<file path="src/design/isa_pkg.sv">
`default_nettype none

package isa_pkg;

  localparam int insn_w = 40;

  typedef enum logic [4:0] {
    op_add    = 5'd0,
    op_sub    = 5'd1,
    op_and    = 5'd2,
    op_xor    = 5'd3,
    op_or     = 5'd4,
    op_shl    = 5'd5,
    op_shr    = 5'd6,
    op_sar    = 5'd7,
    op_mul_lo = 5'd8,
    op_mul_hu = 5'd9,
    op_mul_hs = 5'd10
  } opcode_e;

  // codes 14 and 15 also never pass
  typedef enum logic [3:0] {
    cond_z     = 4'd0,
    cond_nz    = 4'd1,
    cond_c     = 4'd2,
    cond_nc    = 4'd3,
    cond_n     = 4'd4,
    cond_nn    = 4'd5,
    cond_v     = 4'd6,
    cond_nv    = 4'd7,
    cond_hi    = 4'd8,
    cond_ls    = 4'd9,
    cond_ge    = 4'd10,
    cond_lt    = 4'd11,
    cond_al    = 4'd12,
    cond_never = 4'd13
  } cond_e;

  localparam opcode_e mul_op_first = op_mul_lo;
  localparam opcode_e mul_op_last  = op_mul_hs;

  typedef struct packed {
    logic        fmt;
    opcode_e     opcode;
    cond_e       cond;
    logic [3:0]  rd;
    logic [3:0]  ra;
    logic [3:0]  rb;
    logic [3:0]  rf;
    logic [13:0] unused;
  } reg_insn_t;

  // imm replaces rb, no condition field
  typedef struct packed {
    logic        fmt;
    opcode_e     opcode;
    logic [3:0]  rd;
    logic [3:0]  ra;
    logic [25:0] imm;
  } imm_insn_t;

  typedef union packed {
    reg_insn_t reg_fmt;
    imm_insn_t imm_fmt;
  } insn_u;

  // unknown opcodes above the mul range fall back to add in the ALU
  function automatic logic is_mul_op(opcode_e op);
    return (op >= mul_op_first) && (op <= mul_op_last);
  endfunction

endpackage

`default_nettype wire

</file>
<file path="src/design/exec_pkg.sv">
`default_nettype none

package exec_pkg;

  localparam int word_w     = 64;
  localparam int num_regs   = 16;
  localparam int mul_stages = 3;

  typedef logic [word_w-1:0] word_t;
  typedef logic [$clog2(num_regs)-1:0] reg_idx_t;

  typedef struct packed {
    logic c;
    logic v;
    logic n;
    logic z;
  } flags_t;

  typedef struct packed {
    logic              valid;
    isa_pkg::opcode_e  opcode;
    isa_pkg::cond_e    cond;
    reg_idx_t          rd;
    word_t             a;
    word_t             b;
    flags_t            tflags;
  } uop_t;

  typedef struct packed {
    logic     valid;
    reg_idx_t rd;
    word_t    data;
    flags_t   flags;
  } wb_t;

  // condition-false ALU op, releases rd without a write
  typedef struct packed {
    logic     valid;
    reg_idx_t rd;
  } cancel_t;

endpackage

`default_nettype wire

</file>
<file path="src/design/writeback_arbiter.sv">
`timescale 1ns/1ps
`default_nettype none

module writeback_arbiter
  import exec_pkg::*;
(
  input  wire      clk,
  input  wire      rst,
  input  wire wb_t alu_result,
  input  wire wb_t mul_result,
  output wb_t      wr,
  output logic     alu_hold_full
);

  wb_t  hold_q;
  logic full_q;
  logic load;

  // ALU result waits if the port is taken by mul or by an older held result
  assign load = alu_result.valid && (mul_result.valid || full_q);

  always_comb begin
    if (mul_result.valid)
      wr = mul_result;
    else if (full_q)
      wr = hold_q;
    else
      wr = alu_result;
  end

  // also high in the cycle the hold is about to fill
  assign alu_hold_full = full_q || (mul_result.valid && alu_result.valid);

  always_ff @(posedge clk) begin
    if (load)
      hold_q <= alu_result;
    if (rst)
      full_q <= 1'b0;
    else
      full_q <= load || (full_q && mul_result.valid);
  end

  // issue side keeps a third result from arriving while hold and port are busy
  a_hold_no_overwrite: assert property (@(posedge clk) disable iff (rst)
    (full_q && mul_result.valid) |-> !alu_result.valid);

endmodule

`default_nettype wire

</file>
<file path="config.mk">
export PLATFORM = sky130hd
export DESIGN_NAME = writeback_arbiter
export DESIGN_NICKNAME = d
export VERILOG_FILES = /design/src/design/isa_pkg.sv /design/src/design/exec_pkg.sv /design/src/design/writeback_arbiter.sv
export SDC_FILE = /design/constraint.sdc
export NUM_CORES = 1
export LEC_CHECK = 0
export BUFFER_PORTS_ARGS = -buffer_cell sky130_fd_sc_hd__buf_2
export CORE_MARGIN = 2
export CORE_UTILIZATION = 49
export CTS_BUF_LIST = sky130_fd_sc_hd__clkbuf_8
export CTS_CLUSTER_SIZE = 12
export DETAILED_ROUTE_END_ITERATION = 10
export MAX_ROUTING_LAYER = met4
export PLACE_DENSITY = 0.85
export SETUP_SLACK_MARGIN = 0.2
export SKIP_CTS_REPAIR_TIMING = 1
export SLEW_MARGIN = 20
export SYNTH_ARGS = -nofsm -noshare
export SYNTH_HDL_FRONTEND = slang
export SYNTH_SLANG_ARGS = --single-unit
</file>
<file path="constraint.sdc">
create_clock -name clk -period 8.25 [get_ports clk]
set_clock_uncertainty 0.2 [all_clocks]
set_input_delay 0.4125 -clock clk [delete_from_list [all_inputs] [get_ports clk]]
set_output_delay 0.4125 -clock clk [all_outputs]
set_load 0.02 [all_outputs]
</file>
Word-level counts from Yosys, hierarchy flattened
Cells that the tools add are included.
Storage, ports and cells
  output and inout bits: 74
  memories: 0
  input port bits: 148
  register bits after elaboration: 74
  ROM bits: 0
  latch bits: 0
  word-level logic and storage cells: 16
  RAM bits: 0
Cells by class
  magnitude comparators: 0
  muxes and demuxes: 2
  bitwise gates (word level): 0
  reduce and logical (&&, ||, !) cells: 6
  shift-type cells: 0
  add/sub/neg operators: 0
  divide/modulo/power cells: 0
  multiply operators: 0
  eq/ne operators: 0
Operator list (number)
  2-to-1 mux 73 bit: 2
  logical AND 1 bit: 3
  logical OR 1 bit: 3

Logic depth before layout (Yosys ltp)
  depth after elaboration: 3
  mapped depth: 5
  gate-level depth less buffers: 2

Worst setup path before layout
OpenSTA, ideal clock, no wires.
  path type: register to register
  start: register full_q
  end: register hold_q[0] in the netlist's numbering, enable pin
  stages on the path, launching flop included: 5
  library setup time: 0.436 ns
  path buffers: 3
  slack: 5.208 ns
  data required time: 7.614 ns
  arrival: 2.405 ns
  period minus slack after synthesis: 3.042 ns
  cells stage by stage: dfxtp_1 > buf_4 > buf_12 > buf_8 > o21a_1
On the way
  cells in the longest elaborated chain, start to end: 2
RTL lines
  start, declared: line writeback_arbiter.sv:16  | logic full_q;
  start signal, assigned: line writeback_arbiter.sv:40  | full_q <= load || (full_q && mul_result.valid);
  logical OR 1 bit: line writeback_arbiter.sv:20  | assign load = alu_result.valid && (mul_result.valid || full_q);
  logical AND 1 bit: line writeback_arbiter.sv:20
  via load: line writeback_arbiter.sv:17  | logic load;
  end signal, assigned: line writeback_arbiter.sv:36  | hold_q <= alu_result;
  end, declared: line writeback_arbiter.sv:15  | wb_t hold_q;
The timed path passes the listed nets, and every way through them passes these cells.
A chain may end at the register's enable or synchronous reset.

Worst setup path after layout
  start: input mul_result[72] in the netlist's numbering
  end: register hold_q[46] in the netlist's numbering, enable pin
On the way
  cells in the longest elaborated chain, start to end: 2
RTL lines
  start, declared: line writeback_arbiter.sv:10  | input wire wb_t mul_result,
  logical OR 1 bit: line writeback_arbiter.sv:20
  logical AND 1 bit: line writeback_arbiter.sv:20
  via load: line writeback_arbiter.sv:17
The timed path passes the listed nets, and every way through them passes these cells.

==> summary.txt <==
Critical path
  – WP data arrival: 2.45 ns
  – R2r endpoint: hold_q[46]
  – Crit path kind: input pin to flip-flop
  – Flop-to-flop setup slack: 5.98 ns
  – Crit path launch: mul_result[72]
  – Crit path required time: 8.01 ns
  – CP Capture Type: flip-flop
  – R2r startpoint: full_q
  – Crit Path Max Fanout: 78
  – Critical path launch point type: input pin
  – Reg2reg path depth: 1

Clock network
  – H-Tree Depth: 3
  – Clk_lat worst skew: 0.33 ns
  – Inserted Clock Buffers: 9
  – Num Clock Sinks: 74
  – Worst-path clk slew: 0.07 ns
  – TritonCTS clock tree: built
  – CTS Root Cell: clkbuf_8
  – Clock buffer depth: 2

STA
  – Post-route minimum period: 2.69 ns
  – F_max: 371 MHz
  – Fin. Hold Viols: 0
  – Slew at the pin closest to its max-slew limit: 0.984 ns
  – RSZ-0062 raised after global routing: false
  – Slew Limit Fails: 0
  – Max-slew headroom: 0.344
  – Period utilisation layout: 0.326
  – Final setup TNS: 0 ns
  – # setup viols final: 0

Drt
  – Vias/cell: 4.94
  – Routed Antenna Nets: 0
  – Initial DRC Count: 113
  – DRC violations left: 0
  – Post-Route WL: 8600 um
  – DR WL/cell: 13.5 um
  – First-pass DRT Iterations: 4
  – Via Count: 3,152

Place
  – Post-DP HPWL: 6360 um
  – Port bufs: 221
  – RePlAce Congestion: 0.733

Floorplanning
  – Die ar.: 8480 um^2
  – Initial Util: 0.500
  – Die Ht: 92.1 um
  – Row count: 32
  – Die width: 92.1 um
  – Core area: 7610 um^2
  – # IOs: 222

Finish
  – Layout cell share with drive strength beyond 1: 0.442
  – FILL cells: 634
  – Antenna Cells: 0
  – Area grow syn2layout: 32.6%
  – Post-layout nets: 679
  – Core Util, Final: 0.663

Power and ir drop
  – Sequential power share: 0.521
  – Clock power frac: 0.264
  – NetSw: 0.000241 W
  – Sw Ratio: 0.281
  – Combinational share of power: 0.215
  – PwrDens: 170 nW/um^2
  – Pint: 0.000617 W
  – Power, Total: 0.000858 W
  – Leak: 2.19 nW
  – Worst VDD drop: 0.0000888 V

Hold path
  – Hold Startpoint: rst
  – Hold path depth: 2
  – HP Class: input pin to flip-flop
  – Hold EP: full_q

Outcome
  – Status: finished clean

Logic synthesis
  – Yosys reg bits: 74
  – Synth Cell Area: 3800 um^2
  – Average cell area after synthesis: 11.8 um^2
  – Mapped Cells: 322
  – Yosys warning count: 0
  – Seq/Total Area, Yosys: 0.582
  – Syn_nets: 470
  – Synth cell types: 17

Global route
  – First-pass GRT wire length: 13,300 um
  – Initial antenna violation count: 0
  – Global route total overflow: 0
  – Vias in the first global route: 3,031
  – Total GRT Usage: 0.202
  – Largest net degree at the start of global routing: 79

Run
  – Number of max-cap violations: 0
worst max path at each step:
stage / slack [ns] / end
floorplan: 5.21 / hold_q[0]
global placement: 5.33 / hold_q[27]
detailed placement: 5.22 / hold_q[44]
CTS: 5.58 / hold_q[19]
global route: 5.34 / hold_q[36]
finish: 5.56 / hold_q[46]
routing by layer:
metal | GRT usage | routed length (um) | vias up
met5 | - | 0 | -
met2 | 0.357 | 4470 | 124
met3 | 0.0329 | 510 | 15
li1 | - | - | 1594
met4 | 0.0808 | 153 | 0
met1 | 0.229 | 3460 | 1419
cells in the final DEF (no fill, tap or decap), types with 2 or more instances in the layout:
cell type	instances
clkbuf_8	9
o21ai_0	46
edfxtp_1	73
clkinv_2	3
buf_2	220
o21ai_1	27
buf_4	2
inv_1	3
mux2i_1	72
nand2_1	73
power groups by stage:
stage          clock network (W)  registers (W)  logic, W
2_1_floorplan                  0       0.000449  0.000118
3_3_place_gp                   0       0.000459  0.000175
3_5_place_dp                   0       0.000456  0.000186
4_1_cts                 0.000233       0.000448  0.000186
5_1_grt                 0.000249       0.000449  0.000202
6_report                0.000226       0.000447  0.000184
kinds of logic after synthesis:
logic type	count (synthesis)	share of synthesized area
mux	72	0.190
buf+inv	25	0.0517
simple gates	75	0.0754
flops	74	0.582
compound gates	76	0.102
worst max-delay path: stages:
cell    delay, ns
buf_4        0.43
buf_4        0.62
o21a_4       0.87
Yosys cell counts, drive strengths merged:
master	n	share of area
nor2b	1	0.0016
nand2b	1	0.0016
dfxtp	1	0.0053
clkbuf	9	0.0089
o21ai	73	0.096
a211o	1	0.0023
edfxtp	73	0.58
o21a	1	0.0020
buf	16	0.043
nand2	73	0.072
mux2i	72	0.19
a21oi	1	0.0013
registers in the layout (all words and copies together), names as in the netlist:
name / flops
full_q: 1
hold_q: 73
cell type report:
| class | count | area [um^2] | share of cell area |
|---|---|---|---|
| sequential | 74 | 2220 | 0.439 |
| multi-input combinational | 223 | 1400 | 0.278 |
| timing repair buffer | 223 | 1140 | 0.227 |
| tap | 102 | 128 | 0.0253 |
| clock buffer | 9 | 124 | 0.0246 |
| clock inverter | 7 | 30.0 | 0.00596 |
per-stage QoR:
stage	setup WS [ns]	cell area, um^2	std cells	hold WS (ns)
final	5.56	5040	638	0.0214
after detailed placement	5.22	4890	622	0.362
after global placement	5.33	4860	621	0.367
after floorplan	5.21	3800	322	0.282
after CTS	5.58	5040	638	0.00260
after global routing	5.34	5040	638	0.0127
No activity file was read; power rests on OpenSTA's default activity.
