===== src/design/isa_pkg.sv =====
`default_nettype none

package isa_pkg;

  localparam int insn_w = 40;

  typedef enum logic [4:0] {
    op_add    = 5'd0,
    op_sub    = 5'd1,
    op_and    = 5'd2,
    op_xor    = 5'd3,
    op_or     = 5'd4,
    op_shl    = 5'd5,
    op_shr    = 5'd6,
    op_sar    = 5'd7,
    op_mul_lo = 5'd8,
    op_mul_hu = 5'd9,
    op_mul_hs = 5'd10
  } opcode_e;

  // codes 14 and 15 also never pass
  typedef enum logic [3:0] {
    cond_z     = 4'd0,
    cond_nz    = 4'd1,
    cond_c     = 4'd2,
    cond_nc    = 4'd3,
    cond_n     = 4'd4,
    cond_nn    = 4'd5,
    cond_v     = 4'd6,
    cond_nv    = 4'd7,
    cond_hi    = 4'd8,
    cond_ls    = 4'd9,
    cond_ge    = 4'd10,
    cond_lt    = 4'd11,
    cond_al    = 4'd12,
    cond_never = 4'd13
  } cond_e;

  localparam opcode_e mul_op_first = op_mul_lo;
  localparam opcode_e mul_op_last  = op_mul_hs;

  typedef struct packed {
    logic        fmt;
    opcode_e     opcode;
    cond_e       cond;
    logic [3:0]  rd;
    logic [3:0]  ra;
    logic [3:0]  rb;
    logic [3:0]  rf;
    logic [13:0] unused;
  } reg_insn_t;

  // imm replaces rb, no condition field
  typedef struct packed {
    logic        fmt;
    opcode_e     opcode;
    logic [3:0]  rd;
    logic [3:0]  ra;
    logic [25:0] imm;
  } imm_insn_t;

  typedef union packed {
    reg_insn_t reg_fmt;
    imm_insn_t imm_fmt;
  } insn_u;

  // unknown opcodes above the mul range fall back to add in the ALU
  function automatic logic is_mul_op(opcode_e op);
    return (op >= mul_op_first) && (op <= mul_op_last);
  endfunction

endpackage

`default_nettype wire


===== src/design/exec_pkg.sv =====
`default_nettype none

package exec_pkg;

  localparam int word_w     = 64;
  localparam int num_regs   = 16;
  localparam int mul_stages = 3;

  typedef logic [word_w-1:0] word_t;
  typedef logic [$clog2(num_regs)-1:0] reg_idx_t;

  typedef struct packed {
    logic c;
    logic v;
    logic n;
    logic z;
  } flags_t;

  typedef struct packed {
    logic              valid;
    isa_pkg::opcode_e  opcode;
    isa_pkg::cond_e    cond;
    reg_idx_t          rd;
    word_t             a;
    word_t             b;
    flags_t            tflags;
  } uop_t;

  typedef struct packed {
    logic     valid;
    reg_idx_t rd;
    word_t    data;
    flags_t   flags;
  } wb_t;

  // condition-false ALU op, releases rd without a write
  typedef struct packed {
    logic     valid;
    reg_idx_t rd;
  } cancel_t;

endpackage

`default_nettype wire


===== src/design/issue_ctrl.sv =====
`timescale 1ns/1ps
`default_nettype none

module issue_ctrl
  import isa_pkg::*;
  import exec_pkg::*;
(
  input  wire           clk,
  input  wire           rst,
  input  wire           issue_valid,
  input  wire insn_u    issue_insn,
  input  wire           alu_hold_full,
  input  wire wb_t      wb_done,
  input  wire cancel_t  cancel_rd,
  output logic          issue_ready,
  output reg_idx_t      rd_addr_a,
  output reg_idx_t      rd_addr_b,
  output reg_idx_t      rd_addr_f,
  input  wire word_t    rd_data_a,
  input  wire word_t    rd_data_b,
  input  wire flags_t   rd_flags,
  output uop_t          alu_uop,
  output uop_t          mul_uop
);

  logic [num_regs-1:0] pending_q;
  logic [num_regs-1:0] pending_next;
  logic [1:0]          mul_due_q;
  logic                alu_v_q;
  logic                mul_v_q;
  uop_t                uop_q;
  uop_t                dec_uop;
  reg_idx_t            dec_rd;
  logic                is_imm;
  logic                to_mul;
  logic                hazard;
  logic                mul_block;
  logic                accept;

  assign is_imm = issue_insn.reg_fmt.fmt;

  always_comb begin
    dec_uop.valid  = 1'b1;
    dec_uop.a      = rd_data_a;
    dec_uop.tflags = rd_flags;
    if (is_imm) begin
      dec_rd         = issue_insn.imm_fmt.rd;
      rd_addr_a      = issue_insn.imm_fmt.ra;
      rd_addr_b      = issue_insn.imm_fmt.ra;
      rd_addr_f      = issue_insn.imm_fmt.ra;
      dec_uop.opcode = issue_insn.imm_fmt.opcode;
      dec_uop.cond   = cond_al;
      dec_uop.b      = {{(word_w-26){issue_insn.imm_fmt.imm[25]}}, issue_insn.imm_fmt.imm};
    end else begin
      dec_rd         = issue_insn.reg_fmt.rd;
      rd_addr_a      = issue_insn.reg_fmt.ra;
      rd_addr_b      = issue_insn.reg_fmt.rb;
      rd_addr_f      = issue_insn.reg_fmt.rf;
      dec_uop.opcode = issue_insn.reg_fmt.opcode;
      dec_uop.cond   = issue_insn.reg_fmt.cond;
      dec_uop.b      = rd_data_b;
    end
    dec_uop.rd = dec_rd;
  end

  assign to_mul = is_mul_op(dec_uop.opcode);

  assign hazard = pending_q[dec_rd] | pending_q[rd_addr_a] |
                  (!is_imm & (pending_q[rd_addr_b] | pending_q[rd_addr_f]));

  // would land a third ALU result on two back-to-back mul results
  assign mul_block = !to_mul && alu_v_q && mul_due_q[0] && mul_due_q[1];

  assign issue_ready = !alu_hold_full && !hazard && !mul_block;
  assign accept      = issue_valid && issue_ready;

  always_comb begin
    pending_next = pending_q;
    if (wb_done.valid)
      pending_next[wb_done.rd] = 1'b0;
    if (cancel_rd.valid)
      pending_next[cancel_rd.rd] = 1'b0;
    if (accept)
      pending_next[dec_rd] = 1'b1;
  end

  always_ff @(posedge clk) begin
    if (accept)
      uop_q <= dec_uop;
    if (rst) begin
      pending_q <= '0;
      alu_v_q   <= 1'b0;
      mul_v_q   <= 1'b0;
      mul_due_q <= '0;
    end else begin
      pending_q <= pending_next;
      alu_v_q   <= accept && !to_mul;
      mul_v_q   <= accept && to_mul;
      // shadow of mul stages 1 and 2
      mul_due_q <= {mul_due_q[0], mul_v_q};
    end
  end

  always_comb begin
    alu_uop       = uop_q;
    alu_uop.valid = alu_v_q;
    mul_uop       = uop_q;
    mul_uop.valid = mul_v_q;
  end

  // nothing in flight still targets the rd of an accepted instruction
  a_rd_free: assert property (@(posedge clk) disable iff (rst)
    accept |-> !(wb_done.valid && wb_done.rd == dec_rd) &&
               !((alu_v_q || mul_v_q) && uop_q.rd == dec_rd));

  // every writeback must retire an instruction issued earlier
  a_wb_pending: assert property (@(posedge clk) disable iff (rst)
    wb_done.valid |-> pending_q[wb_done.rd]);

endmodule

`default_nettype wire


===== config.mk =====
export PLATFORM = sky130hd
export DESIGN_NAME = issue_ctrl
export DESIGN_NICKNAME = d
export VERILOG_FILES = /design/src/design/isa_pkg.sv /design/src/design/exec_pkg.sv /design/src/design/issue_ctrl.sv
export SDC_FILE = /design/constraint.sdc
export NUM_CORES = 1
export LEC_CHECK = 0
export ABC_AREA = 1
export BUFFER_PORTS_ARGS = -buffer_cell sky130_fd_sc_hd__buf_2
export CORE_AREA = 2 2 215 217
export DETAILED_ROUTE_END_ITERATION = 10
export DIE_AREA = 0 0 217 219
export PLACE_DENSITY_LB_ADDON = 0.08
export SLEW_MARGIN = 20
export SYNTH_ARGS = -nofsm -noshare
export SYNTH_HDL_FRONTEND = slang
export SYNTH_SLANG_ARGS = --single-unit

===== constraint.sdc =====
create_clock -name clk -period 10.6 [get_ports clk]
set_input_delay 2.12 -clock clk [delete_from_list [all_inputs] [get_ports clk]]
set_output_delay 2.12 -clock clk [all_outputs]
set_load 0.03 [all_outputs]

* Yosys cells after proc, flatten, opt, wreduce, memory -nomap -nowiden
Index checks and enable logic that the tools add are counted.
** Word-level totals
- Memory bits (writable) :: 0
- Bits in latches :: 0
- Memories kept :: 0
- Output and inout port bits :: 305
- Register bits :: 165
- Word-level logic and storage cells :: 72
- ROM bits :: 0
** Operators by class
- Muxes and demuxes :: 22
- Div/mod/pow operators :: 0
- Add/subtract/negate cells :: 0
- $lt $le $gt $ge :: 11
- Bitwise gates (word level) :: 9
- Equal/unequal tests :: 0
- Reduce and logical (&&, ||, !) cells :: 17
- Multiply operators :: 0
- Shift-type cells :: 0
** Operator list (count)
- 64-bit 2-to-1 mux :: 1
- 16-bit 2-to-1 mux :: 3
- 16-bit bitwise AND :: 2
- 16-bit NOT :: 2
- 4-bit by 5-bit < comparator with 1-bit output, second input constant :: 6
- 1-bit binary-select mux with 4-bit select :: 4
- 4-bit 2-to-1 mux :: 4
- 16-bit OR :: 1
- 1-bit demux with 4-bit select :: 3
- 4-bit by 1-bit greater-or-equal comparator with 1-bit output, second input constant :: 3
- 1-bit logical AND :: 12
- 1-bit 2-to-1 mux :: 7
- 5-bit by 4-bit greater-or-equal comparator with 1-bit output, second input constant :: 1
- 5-bit by 4-bit <= comparator with 1-bit output, second input constant :: 1
- 1-bit zero test :: 5
- 1-bit OR :: 3
- 1-bit bitwise AND :: 1

* Longest topological paths before layout
- Depth after elaboration :: 11
- Depth in mapped cells :: 17

* Worst setup path before layout
OpenSTA, ideal clock, no wires.
- Path type :: in2reg
- Start point :: input port issue_insn[39] in the netlist's numbering
- End point :: register uop_q, in the netlist alu_uop[0], enable pin
- Path buffers :: 1
- Data arrival time :: 6.417 ns
- Data required time :: 10.103 ns
- Stages :: 12
- Path slack :: 3.686 ns
- Cell sequence :: buf_6 -> nand2_1 -> inv_1 -> nor2_1 -> nand3_1 -> nand3_1 -> nand3_1 -> nand2_1 -> nand2_1 -> nand2_2 -> nand3_1 -> inv_1
** Between the ends
- Longest elaborated chain between the ends :: 10
- Elaborated cells between the ends (all ways) :: 21
- Those cells by class :: 12 x mux; 4 x bitwise; 5 x reduce/logical
** Ends and longest elaborated chain
- start, declared :: RTL line issue_ctrl.sv:11 : input wire insn_u issue_insn,
- 4-bit 2-to-1 mux :: RTL line issue_ctrl.sv:46 : if (is_imm) begin
- via rd_addr_b[1] :: RTL line issue_ctrl.sv:17 : output reg_idx_t rd_addr_b,
- 1-bit binary-select mux with 4-bit select :: RTL line issue_ctrl.sv:69 : (!is_imm & (pending_q[rd_addr_b] | pending_q[rd_addr_f]));
- 1-bit 2-to-1 mux (not written as such) :: RTL line issue_ctrl.sv:69
- 1-bit OR :: RTL line issue_ctrl.sv:69
- 1-bit bitwise AND :: RTL line issue_ctrl.sv:69
- 1-bit OR :: RTL line issue_ctrl.sv:68 : assign hazard = pending_q[dec_rd] | pending_q[rd_addr_a] |
- 1-bit zero test :: RTL line issue_ctrl.sv:74 : assign issue_ready = !alu_hold_full && !hazard && !mul_block;
- 1-bit logical AND (2 in series) :: RTL line issue_ctrl.sv:74
- 1-bit logical AND :: RTL line issue_ctrl.sv:75 : assign accept = issue_valid && issue_ready;
- via accept :: RTL line issue_ctrl.sv:38 : logic accept;
- end signal, assigned :: RTL line issue_ctrl.sv:89 : uop_q <= dec_uop;
- end, declared :: RTL line issue_ctrl.sv:31 : uop_t uop_q;
The timed path passes the listed nets, and every way through them passes these cells. The select of a mux whose other input is x is not followed.
A chain may end at the register's enable or synchronous reset.

* Final worst setup path
- Start point :: input port issue_insn[39] in the netlist's numbering
- End point :: output port issue_ready
** Between the ends
- Longest elaborated chain between the ends :: 9
- Elaborated cells between the ends (all ways) :: 20
- Those cells by class :: 12 x mux; 4 x bitwise; 4 x reduce/logical
** Ends and longest elaborated chain
- 4-bit 2-to-1 mux :: RTL line issue_ctrl.sv:46
- 1-bit binary-select mux with 4-bit select :: RTL line issue_ctrl.sv:69
- 1-bit 2-to-1 mux (not written as such) :: RTL line issue_ctrl.sv:69
- 1-bit OR :: RTL line issue_ctrl.sv:69
- 1-bit bitwise AND :: RTL line issue_ctrl.sv:69
- 1-bit OR (*) :: RTL line issue_ctrl.sv:68
- 1-bit zero test (*) :: RTL line issue_ctrl.sv:74
- 1-bit logical AND (*) (2 in series) :: RTL line issue_ctrl.sv:74
- end, declared :: RTL line issue_ctrl.sv:15 : output logic issue_ready,
Mark *: on every way between the ends. The rest lies on a longest branch, timed or not. The select of a mux whose other input is x is not followed.

==> flow_summary_export.csv <==
group,metric,value,unit
synthesis,yosysUniqueCellTypes,30,
synthesis,synthTopCellsByCount,"nand2_1 (241), buf_4 (148), edfxtp_1 (145)",
clock_tree,cts_setup_buffers,0,
floorplan,coreArea,45100,um2
synthesis,ys_seq_elements,165,
placement,place_congestion,0.800,
critical_path,crit_type,"input pin to output port",
power_and_ir_drop,peakVddDrop,0.0999,mV
critical_path,r2r_slack,6.94,ns
power_and_ir_drop,p_int,1.16,mW
clock_tree,ctsHtreeMaxLevel,4,
grt,antenna_found_initial,18,
detailed_routing,drtAntennaViolNets,0,
critical_path,cp-startpoint,"issue_insn[39]",
placement,portBuffers,490,
timing,slew_headroom,33.6,%
floorplan,die-width,217,um
worst_hold_path,hp-class,"flip-flop to flip-flop",
timing,fmax,136,MHz
synthesis,syn_avg_cell_area,9.73,um2
timing,finalCritPeriodShare,69.3,%
timing,grt_setup_unrepaired,"no",
critical_path,cp-end-kind,"output port",
synthesis,synth_area_leaders,"edfxtp_1 (53%), buf_4 (13%), nand2_1 (11%), dfxtp_1 (4.9%), nand3_1 (4.3%)",
synthesis,yosysWarnings,0,
timing,hold_viol,0,
synthesis,synth_most_common_cell,"nand2_1",
power_and_ir_drop,p_leak,5.01,nW
final_layout,drive_gt1_share,45.6,%
clock_tree,ctsHoldBuffers,0,
clock_tree,cts-resized-gates,0,
clock_tree,path_clk_slew,0.06,ns
power_and_ir_drop,clkPwrFrac,36.3,%
floorplan,start_util,18.3,%
clock_tree,cts_tree,"yes",
critical_path,critPathArrivalTime,5.22,ns
detailed_routing,num_vias,6761,
grt,grt_pass1_vias,6564,
detailed_routing,drt_wl_total,34.2,mm
power_and_ir_drop,combPwrFrac,18.7,%
synthesis,synth_top_area_share,52.9,%
grt,grt_overflow,0,
detailed_routing,drt_iter0_markers,339,
synthesis,syn-cell-area,8230,um2
final_layout,area_delta_synth_final,31.2,%
synthesis,syn_nets,1100,
critical_path,path_max_fanout,65,
synthesis,yosysSeqAreaShare,57.8,%
timing,period_minus_slack,7.34,ns
timing,skew,0.0103,ns
detailed_routing,wl_per_cell,18.9,um
placement,dp_slack,3.18,ns
clock_tree,cts_buffers,17,
floorplan,row_count,78,
critical_path,crit-reg2reg-launch,"pending_q[12]",
placement,dp_hpwl,27.2,mm
synthesis,syn_inst,846,
synthesis,synth_flop_cell,"edfxtp_1",
critical_path,cp-start-kind,"input pin",
final_layout,final_nets,1440,
critical_path,cp-endpoint,"issue_ready",
job,drv_cap,0,
clock_tree,cts_buffer_depth,2,
grt,grt_max_degree,76,
clock_tree,clkLatencyLatePin,0.46,ns
clock_tree,clock-root-buffer,"clkbuf_16",
timing,setup_ws,3.26,ns
timing,fin_setup_tns,0,ns
power_and_ir_drop,power_density,157,nW/um2
floorplan,top_level_ports,559,
detailed_routing,dr.pass1.iters,4,
detailed_routing,drc,0,
critical_path,r2r.worst_path.cells,12,
power_and_ir_drop,seqPwrFrac,45.1,%
critical_path,worst_ep_required_time,8.48,ns
timing,drv_slew,0,
grt,grt_use_total,13.9,%
placement,dpl-instance-area,10200,um2
grt,grt_pass1_wl,46.1,mm
status,outcome,"completed",
power_and_ir_drop,p_sw,0.541,mW
synthesis,yosys.area.top_type,"edfxtp_1",
synthesis,synth_edf_count,145,
clock_tree,cts_sinks,165,
power_and_ir_drop,switching_share,31.9,%
final_layout,stdcell_area,10800,um2
detailed_routing,viasPerCell,3.74,
floorplan,die-area,47500,um2
floorplan,die_h,219,um
critical_path,r2r_end,"alu_uop[15]",
timing,setup_violations,0,
timing,tightestPinTransition,0.996,ns
synthesis,async_reset_ff_share,0,%
-- logic make-up (layout without fill, tap and decap cells) --
group / count (synthesis) / after routing / synth area share (%)
and+or+nand+nor: 386 / 386 / 19.9
buffers and inverters: 233 / 586 / 17.9
DFF: 165 / 165 / 57.8
AOI/OAI and AO/OA: 62 / 62 / 4.42
other: 0 / 7 / 0
-- final cells by class --
cell class | instances | area (um2)
fillers | 4999 | 34300
repair buffers | 494 | 2480
clock buffers | 17 | 425
multi-input cells | 448 | 2000
well taps | 600 | 751
inverters | 60 | 233
diodes | 7 | 17.5
clock inverters | 15 | 131
flip-flops and latches | 165 | 4750
-- critical path, cell delays in order --
cell and delay (ns):
buf_2 0.10, buf_4 0.31, inv_4 0.25, buf_4 0.62
nand2_2 0.26, nand2_2 0.24, nand2_1 0.07, o21ai_0 0.09
nand2_1 0.08, nand3_1 0.08, nand3_1 0.08, nand2_1 0.07
nand2_1 0.10, nand2_2 0.28, nand2_1 0.11, inv_1 0.06
buf_2 0.18
-- placed cells by master (no fill, tap or decap), drive strengths merged, types with 2 or more instances in the layout --
master    netlist  routed
clkinvlp        0       3
nor2           43      43
nand2         252     252
a21oi          26      26
or2             3       3
o221ai          4       4
nor3            2       2
buf           157     494
nand4          16      16
o21ai          24      24
o31ai           3       3
clkbuf         16      17
dfxtp          20      20
diode           0       7
inv            60      64
a31oi           3       3
edfxtp        145     145
nand3          70      70
clkinv          0       7
-- through the flow --
stage	utilization, %	power, mW	hold WS [ns]	cells
global route	23.9	1.78	0.436	1800
floorplan	-	1.01	0.403	846
CTS	23.9	1.73	0.424	1799
finish	23.9	1.70	0.422	1806
global placement	22.7	1.10	0.416	1767
detailed placement	22.7	1.10	0.415	1767
-- power by group through the flow --
stage          Combinational (mW)  Sequential (mW)  Clock (mW)
2_1_floorplan               0.181            0.831           0
3_3_place_gp                0.323            0.780           0
3_5_place_dp                0.321            0.781           0
4_1_cts                     0.322            0.766       0.643
5_1_grt                     0.344            0.768       0.664
6_report                    0.317            0.765       0.615
-- flip-flops by register name (all words and copies together) (netlist names) --
name,cells
mul_due_q,2
pending_q,16
mul_v_q,1
alu_uop,145
alu_v_q,1
-- how the worst min path moves through the flow --
stage,from,end,slack [ns],depth (start not counted)
2_1_floorplan,mul_v_q,mul_due_q[0],0.40,2
3_3_place_gp,mul_due_q[0],mul_due_q[1],0.42,2
3_5_place_dp,mul_due_q[0],mul_due_q[1],0.41,2
4_1_cts,mul_due_q[0],mul_due_q[1],0.42,2
5_1_grt,mul_due_q[0],mul_due_q[1],0.44,2
6_report,mul_due_q[0],mul_due_q[1],0.42,2
-- routing by layer --
metal,share of wire (%),global-route usage (%),wire length [um],vias up
li1,-,-,-,3345
met1,39,15.8,13400,3131
met2,55,25.8,18600,234
met3,4.4,2.88,1500,41
met4,1.5,4.20,497,10
met5,0.25,0,86,-
(Power assumes the default switching activity.)
