`src/design/isa_pkg.sv`:
```
`default_nettype none

package isa_pkg;

  localparam int insn_w = 40;

  typedef enum logic [4:0] {
    op_add    = 5'd0,
    op_sub    = 5'd1,
    op_and    = 5'd2,
    op_xor    = 5'd3,
    op_or     = 5'd4,
    op_shl    = 5'd5,
    op_shr    = 5'd6,
    op_sar    = 5'd7,
    op_mul_lo = 5'd8,
    op_mul_hu = 5'd9,
    op_mul_hs = 5'd10
  } opcode_e;

  // codes 14 and 15 also never pass
  typedef enum logic [3:0] {
    cond_z     = 4'd0,
    cond_nz    = 4'd1,
    cond_c     = 4'd2,
    cond_nc    = 4'd3,
    cond_n     = 4'd4,
    cond_nn    = 4'd5,
    cond_v     = 4'd6,
    cond_nv    = 4'd7,
    cond_hi    = 4'd8,
    cond_ls    = 4'd9,
    cond_ge    = 4'd10,
    cond_lt    = 4'd11,
    cond_al    = 4'd12,
    cond_never = 4'd13
  } cond_e;

  localparam opcode_e mul_op_first = op_mul_lo;
  localparam opcode_e mul_op_last  = op_mul_hs;

  typedef struct packed {
    logic        fmt;
    opcode_e     opcode;
    cond_e       cond;
    logic [3:0]  rd;
    logic [3:0]  ra;
    logic [3:0]  rb;
    logic [3:0]  rf;
    logic [13:0] unused;
  } reg_insn_t;

  // imm replaces rb, no condition field
  typedef struct packed {
    logic        fmt;
    opcode_e     opcode;
    logic [3:0]  rd;
    logic [3:0]  ra;
    logic [25:0] imm;
  } imm_insn_t;

  typedef union packed {
    reg_insn_t reg_fmt;
    imm_insn_t imm_fmt;
  } insn_u;

  // unknown opcodes above the mul range fall back to add in the ALU
  function automatic logic is_mul_op(opcode_e op);
    return (op >= mul_op_first) && (op <= mul_op_last);
  endfunction

endpackage

`default_nettype wire

```
`src/design/exec_pkg.sv`:
```
`default_nettype none

package exec_pkg;

  localparam int word_w     = 64;
  localparam int num_regs   = 16;
  localparam int mul_stages = 3;

  typedef logic [word_w-1:0] word_t;
  typedef logic [$clog2(num_regs)-1:0] reg_idx_t;

  typedef struct packed {
    logic c;
    logic v;
    logic n;
    logic z;
  } flags_t;

  typedef struct packed {
    logic              valid;
    isa_pkg::opcode_e  opcode;
    isa_pkg::cond_e    cond;
    reg_idx_t          rd;
    word_t             a;
    word_t             b;
    flags_t            tflags;
  } uop_t;

  typedef struct packed {
    logic     valid;
    reg_idx_t rd;
    word_t    data;
    flags_t   flags;
  } wb_t;

  // condition-false ALU op, releases rd without a write
  typedef struct packed {
    logic     valid;
    reg_idx_t rd;
  } cancel_t;

endpackage

`default_nettype wire

```
`src/design/reg_file.sv`:
```
`timescale 1ns/1ps
`default_nettype none

module reg_file
  import exec_pkg::*;
(
  input  wire           clk,
  input  wire           rst,
  input  wire reg_idx_t rd_addr_a,
  input  wire reg_idx_t rd_addr_b,
  input  wire reg_idx_t rd_addr_f,
  input  wire wb_t      wr,
  output word_t         rd_data_a,
  output word_t         rd_data_b,
  output flags_t        rd_flags
);

  word_t  data_q  [num_regs];
  flags_t flags_q [num_regs];

  // data and flags always written as a pair
  always_ff @(posedge clk) begin
    if (rst) begin
      for (int i = 0; i < num_regs; i++) begin
        data_q[i]  <= '0;
        flags_q[i] <= '0;
      end
    end else if (wr.valid) begin
      data_q[wr.rd]  <= wr.data;
      flags_q[wr.rd] <= wr.flags;
    end
  end

  assign rd_data_a = data_q[rd_addr_a];
  assign rd_data_b = data_q[rd_addr_b];
  assign rd_flags  = flags_q[rd_addr_f];

endmodule

`default_nettype wire

```
`config.mk`:
```
export PLATFORM = sky130hd
export DESIGN_NAME = reg_file
export DESIGN_NICKNAME = d
export VERILOG_FILES = /design/src/design/isa_pkg.sv /design/src/design/exec_pkg.sv /design/src/design/reg_file.sv
export SDC_FILE = /design/constraint.sdc
export NUM_CORES = 1
export LEC_CHECK = 0
export ABC_AREA = 0
export BUFFER_PORTS_ARGS = -buffer_cell sky130_fd_sc_hd__buf_2
export CAP_MARGIN = 25
export CORE_MARGIN = 1
export CORE_UTILIZATION = 38
export DETAILED_ROUTE_END_ITERATION = 16
export SYNTH_ARGS = -nofsm -noshare
export SYNTH_HDL_FRONTEND = slang
export SYNTH_SLANG_ARGS = --single-unit
```
`constraint.sdc`:
```
create_clock -name clk -period 3.8 [get_ports clk]
set_input_delay 0.19 -clock clk [delete_from_list [all_inputs] [get_ports clk]]
set_output_delay 0.19 -clock clk [all_outputs]
set_load 0.01 [all_outputs]
```
### Word-level counts from Yosys, hierarchy flattened

Memory sizes are Yosys's and may differ from the RTL's.
Cells that the tools add are included.

* add/subtract/negate cells: 0
* $mul: 0
* div/mod/pow operators: 0
* magnitude comparators: 0
* equality and inequality tests: 0
* shifts and indexed selects: 0
* mux-type cells: 11
* bitwise operators: 0
* reduce and logical (&&, ||, !) cells: 2

Operators by type and width (number)
* $mux 64: 1
* $reduce_or 64->1: 1
* $mux 4: 3
* $mux 1: 7
* $reduce_or 4->1: 1

* register bits: 0
* bits in latches: 0
* memory bits (writable): 1088
* ROM bits: 0
* memories kept: 2

Memories
* data_q: words 16, width 64, rd ports 2, clocked after Yosys merged registers in 0, write ports 16, RTL line reg_file.sv:18 `word_t data_q [num_regs];`
* flags_q: words 16, width 4, rd ports 1, clocked after Yosys merged registers in 0, write ports 16, RTL line reg_file.sv:19 `flags_t flags_q [num_regs];`

### Longest topological paths before layout

Gate-level depths: netlist (run 1).

* depth after elaboration: 5
* gate-level depth with buffers: 6
* depth with buffers taken out: 3

### Worst setup path after synthesis (run 1)

No wires, ideal clock.

* kind: in2reg
* start: in rst
* end: mem data_q[12][0] (netlist bit), enable pin
* library setup time: 0.397 ns
* data arrival time: 2.050 ns
* path slack: 1.353 ns
* stages: 5
* path through: buf_2 nand4b_1 nor3_1 clkbuf_2 or2_2

RTL lines
* from (decl): RTL line reg_file.sv:8 `input wire rst,`
* to (decl): RTL line reg_file.sv:18

==> Implementation_results.wiki, run 1 <==
{| class="wikitable"
! Metric !! Value
|-
| Total grt overflow || 0
|-
| Cells after Synth || around 3500
|-
| Final core utilization || 43.76%
|-
| Num CTS Buffers || between 100 and 150
|-
| Number of enable-type register cells in the synthesized netlist || 1088
|-
| Worst min-delay path category || input pin to flip-flop
|-
| Internal power consumption || 21520 uW
|-
| Critical path class || flip-flop to output port
|-
| Clk slew on worst S/H paths || 60 ps
|-
| Clock network fraction of total power || between 30% and 40%
|-
| Setup Fix Bufs, Post-CTS || 0
|-
| Number of register bits inferred by synthesis || between 1000 and 1500
|-
| Floorplan die height || 384.8 um
|-
| Via count of the first global-routing pass || 34186
|-
| Fraction of post-synthesis cell area in the top cell type by area || around 59%
|-
| Largest vdd supply drop || ~0.00034 V
|-
| Root Buffer Master || sky130_fd_sc_hd__clkbuf_16
|-
| Filler instances || 12625
|-
| Cell with the most instances after synthesis || sky130_fd_sc_hd__edfxtp_1
|-
| Sinks on Clock Net || 1088
|-
| Setup TNS || 0 ps
|-
| Slew headroom || between 20% and 30%
|-
| Core Rows || 140
|-
| Fraction of synthesis flops using an asynchronous set or reset pin || 0%
|-
| Post-detailed-route DRC marker count || 0
|-
| Worst Slack Setup Final || roughly 1200 ps
|-
| Initial drt markers || around 4000
|-
| Warnings from Yosys || 0
|-
| Main synth FF type || sky130_fd_sc_hd__edfxtp_1
|-
| H-Tree Depth || 3
|-
| Arrival time at the worst endpoint || 2420 ps
|-
| Area taken by flip-flops and latches || 32670 sq um
|-
| Seq/Total Area, Yosys || approximately 60%
|-
| Number of non-filler instances in the completed layout || 5694
|-
| Global router's overall resource usage || roughly a quarter
|-
| PnR Total Power || 28500 uW
|-
| Synthesized net count || between 3000 and 4000
|-
| Achievable frequency || between 300 and 400 MHz
|-
| Via/cell ratio || 5.839
|-
| Number of cells on the worst hold path || 3
|-
| # port buffers || 218
|-
| Total wire length || roughly 170000 um
|-
| Area delta synth->final || 14.42%
|-
| Final Hold Viols || 0
|-
| Clock tree buffer depth || 3
|-
| Unrepaired setup endpoints after global routing || no
|-
| Boundary Pins || 219
|-
| First-pass GRT wire length || 246300 um
|-
| Combinational power share || 12.0%
|-
| CORE AREA || 145600 sq um
|-
| Die Area || 148000 sq um
|-
| Number of max-cap violations || 0
|-
| Pins over their slew limit || 0
|-
| Total number of nets in the final design || 3763
|-
| Status || complete, no violations
|-
| DIE WIDTH || a little under 400 um
|-
| Placed Instances || 5407
|-
| Library cells used by synthesis || 23
|-
| Transition time at the pin with the least slew margin || 1073 ps
|-
| Top fanout value on the critical path || 2
|-
| Setup crit start kind || flip-flop
|-
| Number of antenna violations at the first check in global routing || 18
|-
| Global placer's final weighted congestion || 0.7623
|-
| Number of vias in the routed layout || 33245
|-
| Post-route clock period utilization || 68.77%
|-
| Final worst path period need || around 2600 ps
|-
| Switching power total || 6980 uW
|-
| Proportion of total power due to net switching || approximately 24%
|-
| Detailed-router iteration count before antenna repair || 8
|-
| Setup violation total in the final timing report || 0
|-
| Top cell types by occurrence after synthesis || 1088 x sky130_fd_sc_hd__edfxtp_1, 1075 x sky130_fd_sc_hd__and2_1, 528 x sky130_fd_sc_hd__mux4_2, 263 x sky130_fd_sc_hd__clkbuf_1, 260 x sky130_fd_sc_hd__a22oi_1
|-
| Ratio of cells with drive above 1 in the final layout || around 28%
|-
| Maximum number of pins on one net before global-route repair || 69
|-
| Residual antenna-violating net count after detailed routing || 0
|-
| Multi-input gate area in the final layout || 21730 sq um
|-
| Worst slack at placement || roughly 970 ps
|-
| Static power due to leakage || approximately 0.022 uW
|-
| Dominant cells by area after synthesis || sky130_fd_sc_hd__edfxtp_1 59%, sky130_fd_sc_hd__mux4_2 21%, sky130_fd_sc_hd__and2_1 12%
|-
| Cell Pwr Density || 447.3 nW/um^2
|-
| Final HPWL DP || 99400 um
|-
| Average wire per cell in the routed design || 30.38 um
|-
| Mean instance size in the synthesized netlist || 15.87 sq um
|-
| TritonCTS clock tree || done
|-
| Portion of total power attributed to sequential cells || 49.8%
|-
| Data required time of the critical path || 3610 ps
|-
| Initial standard-cell utilization of the core || around two fifths
|-
| CP Capture Type || output port
|-
| Post-synth top area cell || sky130_fd_sc_hd__edfxtp_1
|-
| Synth Cell Area || 55670 sq um
|}
-- final timing paths --
kind | slack [ps] | from | endpoint
worst max-delay path | 1190 | data_q[0][52]$_SDFFCE_PN0P_ | rd_data_b[52]
worst min-delay path | 340 | wr[68] | data_q[0][16]$_SDFFCE_PN0P_
-- power by group through the flow --
stage                     registers, uW  clock network [uW]  logic, uW
after floorplan                   14300                   0       2040
after global placement            14400                   0       3360
after detailed placement          14500                   0       3370
after CTS                         14200               11000       3450
after global routing              14300               11400       3610
final                             14200               10900       3420
-- flip-flops by register name, indices dropped and copies added (netlist names) --
name and flops:
data_q 1024, flags_q 64
-- layout make-up --
| cell class | instances | share of cell area, % |
|---|---|---|
| diodes | 11 | 0.04321 |
| clock buffers | 142 | 4.810 |
| clock inverters | 64 | 0.7366 |
| multi-input cells | 2066 | 34.11 |
| flip-flops and latches | 1088 | 51.29 |
| well taps | 1917 | 3.765 |
| repair buffers | 406 | 5.244 |
-- critical path: stages (launching register included) --
cell and delay (ps):
sky130_fd_sc_hd__edfxtp_1 400, sky130_fd_sc_hd__mux4_2 460, sky130_fd_sc_hd__a22oi_1 440, sky130_fd_sc_hd__nand2_1 220, sky130_fd_sc_hd__buf_2 190
-- per-layer routing --
layer | wire (um) | global-route usage [%]
met4 | 4393 | 6.966
met3 | 15310 | 5.207
met2 | 82110 | 37.21
met1 | 71090 | 31.99
met5 | 67 | 0
-- placed cells by master, fill, tap and decap left out, drive strengths merged, types with 4 or more instances in the layout --
| cell type | count |
|---|---|
| a22oi | 260 |
| and2 | 1090 |
| buf | 338 |
| bufinv | 7 |
| clkbuf | 142 |
| clkinv | 53 |
| diode | 11 |
| dlygate4sd3 | 68 |
| edfxtp | 1088 |
| mux4 | 528 |
| nand2 | 133 |
| nand3 | 8 |
| nor2 | 15 |
| nor2b | 6 |
| nor3 | 4 |
| or2 | 16 |
-- cell families after synthesis --
group                  Yosys count  synth area share [%]
multiplexers                   528                 21.36
AND/OR/NAND/NOR               1278                 13.86
flip-flops                    1088                 58.68
AO/OA/AOI/OAI                  260                 3.506
buffers and inverters          354                 2.596
-- per-stage QoR --
stage / cell area [sq um] / hold slack [ps]
floorplan: 55670 / 388.2
global placement: 59390 / 651.1
detailed placement: 59410 / 651.8
CTS: 63630 / 300.2
global route: 63680 / 356.2
finish: 63700 / 341.4
-- repair_timing --
action,in CTS,in global routing
hold endpoints to repair,1070,0
resized for setup,0,0
hold buffers,68,0
No activity file was read; power rests on OpenSTA's default activity.
==> run 2: changes to the inputs <==
- clock period: 3.8 -> 2.5 ns (I/O delays scaled with it)
==> Implementation_results.wiki, run 2 (synthesis gave the netlist of run 1 again) <==
{| class="wikitable"
! Metric !! Value
|-
| Die Area || 148000 sq um (unchanged)
|-
| Max incr delay on CP || 470 ps (about the same)
|-
| First-pass GRT wire length || 257800 um (+4.7%)
|-
| Unrepaired setup endpoints after global routing || no
|-
| Floorplan die height || 384.8 um (unchanged)
|-
| Achievable frequency || 415.5 MHz
|-
| Post-route clock period utilization || 96.27%
|-
| Total grt overflow || 0 (unchanged)
|-
| Initial standard-cell utilization of the core || 38.25% (unchanged)
|-
| Setup crit start kind || flip-flop
|-
| CP Capture Type || output port
|-
| Cell Pwr Density || 688.4 nW/um^2 (+54%)
|-
| Post-Layout Inst Area || 64820 sq um (+1.8%)
|-
| Number of vias in the routed layout || 33998 (+2.3%)
|-
| H-Tree Depth || 3 (unchanged)
|-
| Number of max-cap violations || 0 (unchanged)
|-
| Final-layout worst hold slack || 205.0 ps (-136.4 ps)
|-
| Core Rows || 140 (unchanged)
|-
| Final worst path period need || between 2000 and 2500 ps
|-
| Area delta synth->final || 16.43%
|-
| CP max-delay cell || sky130_fd_sc_hd__mux4_2
|-
| Data required time of the critical path || 2380 ps (-1230 ps)
|-
| Total number of nets in the final design || 3795 (+0.85%)
|-
| # port buffers || 218 (unchanged)
|-
| Total wire length || 181700 um (+5.1%)
|-
| Detailed-router iteration count before antenna repair || 6 (-2)
|-
| Most common cell after layout, fill and taps aside || sky130_fd_sc_hd__edfxtp_1
|-
| Number of antenna violations at the first check in global routing || 27 (+9)
|-
| Worst Slack Setup Final || 93.20 ps (-1093 ps)
|-
| Setup TNS || 0 ps (unchanged)
|-
| Top fanout value on the critical path || 2 (unchanged)
|-
| Maximum number of pins on one net before global-route repair || 69 (unchanged)
|-
| Pins over their slew limit || 0 (unchanged)
|-
| Status || complete, no violations
|-
| Internal power consumption || 33630 uW (+56%)
|-
| Global router's overall resource usage || 24.62% (+1.3 points)
|-
| Sinks on Clock Net || 1088 (unchanged)
|-
| Static power due to leakage || 0.02243 uW (+2.1%)
|-
| Ratio of cells with drive above 1 in the final layout || 29.67% (+1.2 points)
|-
| Largest vdd supply drop || 0.0005898 V (+73%)
|-
| Via/cell ratio || 5.924 (+1.5%)
|-
| CORE AREA || 145600 sq um (unchanged)
|-
| Initial drt markers || 4146 (+4.3%)
|-
| Slew headroom || 53.23% (+25 points)
|-
| Commonest cells after routing, fill and taps aside || 1088 x sky130_fd_sc_hd__edfxtp_1, 1073 x sky130_fd_sc_hd__and2_1, 528 x sky130_fd_sc_hd__mux4_2
|-
| Arrival time at the worst endpoint || 2280 ps (-140 ps)
|-
| Number of flip-flops under the largest register name || 1024 (unchanged)
|-
| DIE WIDTH || 384.8 um (unchanged)
|-
| TritonCTS clock tree || done
|-
| Critical path class || flip-flop to output port
|-
| Transition time at the pin with the least slew margin || 701.6 ps (-371.2 ps)
|-
| Worst slack at placement || 283.8 ps (-686.7 ps)
|-
| Biggest register || data_q
|-
| GR Util met3 || 5.194% (-0.013 points)
|-
| Clock tree buffer depth || 3 (unchanged)
|-
| Setup Fix Bufs, Post-CTS || 0 (unchanged)
|-
| Met2 Resource Use GR || 39.75% (+2.5 points)
|-
| Worst min-delay path category || input pin to flip-flop
|-
| Most Crowded Layer GR || met2
|-
| Top Registers || data_q (1024), flags_q (64)
|-
| Setup violation total in the final timing report || 0 (unchanged)
|-
| Proportion of total power due to net switching || 24.63% (+0.14 points)
|-
| Residual antenna-violating net count after detailed routing || 0 (unchanged)
|-
| Switching power total || 10990 uW (+57%)
|-
| Met1 Use GR || 33.64% (+1.6 points)
|-
| Global placer's final weighted congestion || 0.7727 (+1.4%)
|-
| Cell area after placement || 60200 sq um (+1.3%)
|-
| Final Hold Viols || 0 (unchanged)
|-
| Average wire per cell in the routed design || 31.67 um (+4.2%)
|-
| Combinational power share || 12.1% (about the same)
|-
| Post-detailed-route DRC marker count || 0 (unchanged)
|-
| Portion of total power attributed to sequential cells || 48.4% (-1.4 points)
|-
| Clk slew on worst S/H paths || 60 ps (about the same)
|-
| Via count of the first global-routing pass || 34786 (+1.8%)
|-
| Boundary Pins || 219 (unchanged)
|-
| Cell chain of the critical path || mux4_2 > a22oi_1 > nand2_1 > buf_2
|-
| Clock network fraction of total power || 39.5% (+1.4 points)
|-
| Root Buffer Master || sky130_fd_sc_hd__clkbuf_16
|-
| Num CTS Buffers || 120 (+5.3%)
|-
| Final HPWL DP || 97750 um (-1.7%)
|}
## run 2: repair_timing
| item | in CTS | in global routing |
|---|---|---|
| pin swaps | 0 | 2 |
| setup endpoints to repair | 5 | 9 |
| hold buffers | 68 | 0 |
| gates resized for setup | 6 | 11 |
| hold endpoints to repair | 1088 | 0 |
## run 2: power groups by stage
| stage | Combinational [uW] | Sequential, uW | Clock, uW |
|---|---|---|---|
| finish | 5400 | 21600 | 17600 |
| global route | 5680 | 21700 | 18500 |
| CTS | 5430 | 21600 | 17900 |
| detailed placement | 5300 | 22000 | 0 |
| global placement | 5270 | 21900 | 0 |
| floorplan | 3090 | 21800 | 0 |
## run 2: per-stage QoR
step / instances / util (%) / total power, uW
2_1_floorplan: 3508 / - / 24880
3_3_place_gp: 5435 / 41.36 / 27160
3_5_place_dp: 5435 / 41.36 / 27260
4_1_cts: 5726 / 44.48 / 44880
5_1_grt: 5728 / 44.51 / 45870
6_report: 5739 / 44.53 / 44620
## run 2: worst max-delay path, delay by kind of cell (launching register included)
family,cells,cell delay [ps]
multiplexers,1,470
AND/OR/NAND/NOR,1,240
AO/OA/AOI/OAI,1,250
flip-flops,1,380
buffers and inverters,1,210
## run 2: layer usage
metal  part of all wire, %  wire length, um
met3                   9.6            17440
met4                   2.6             4705
met5                 0.035               64
met2                    48            86860
met1                    40            72670
## run 2: worst paths after layout
check | start | to | slack [ps] | cells after the start
setup / recovery | data_q[11][31]$_SDFFCE_PN0P_ | rd_data_b[31] | 90 | 4
hold / removal | rst | flags_q[7][3]$_SDFFCE_PN0P_ | 210 | 2
## run 2: area by class of cell
cell class / instances / area [sq um]
Clock inverter: 77 / 732.0
Clock buffer: 146 / 3100
Multi-Input combinational cell: 2066 / 21790
Antenna cell: 13 / 32.53
Tap cell: 1917 / 2399
Fill cell: 12693 / 80740
Timing Repair Buffer: 432 / 4096
Sequential cell: 1088 / 32670
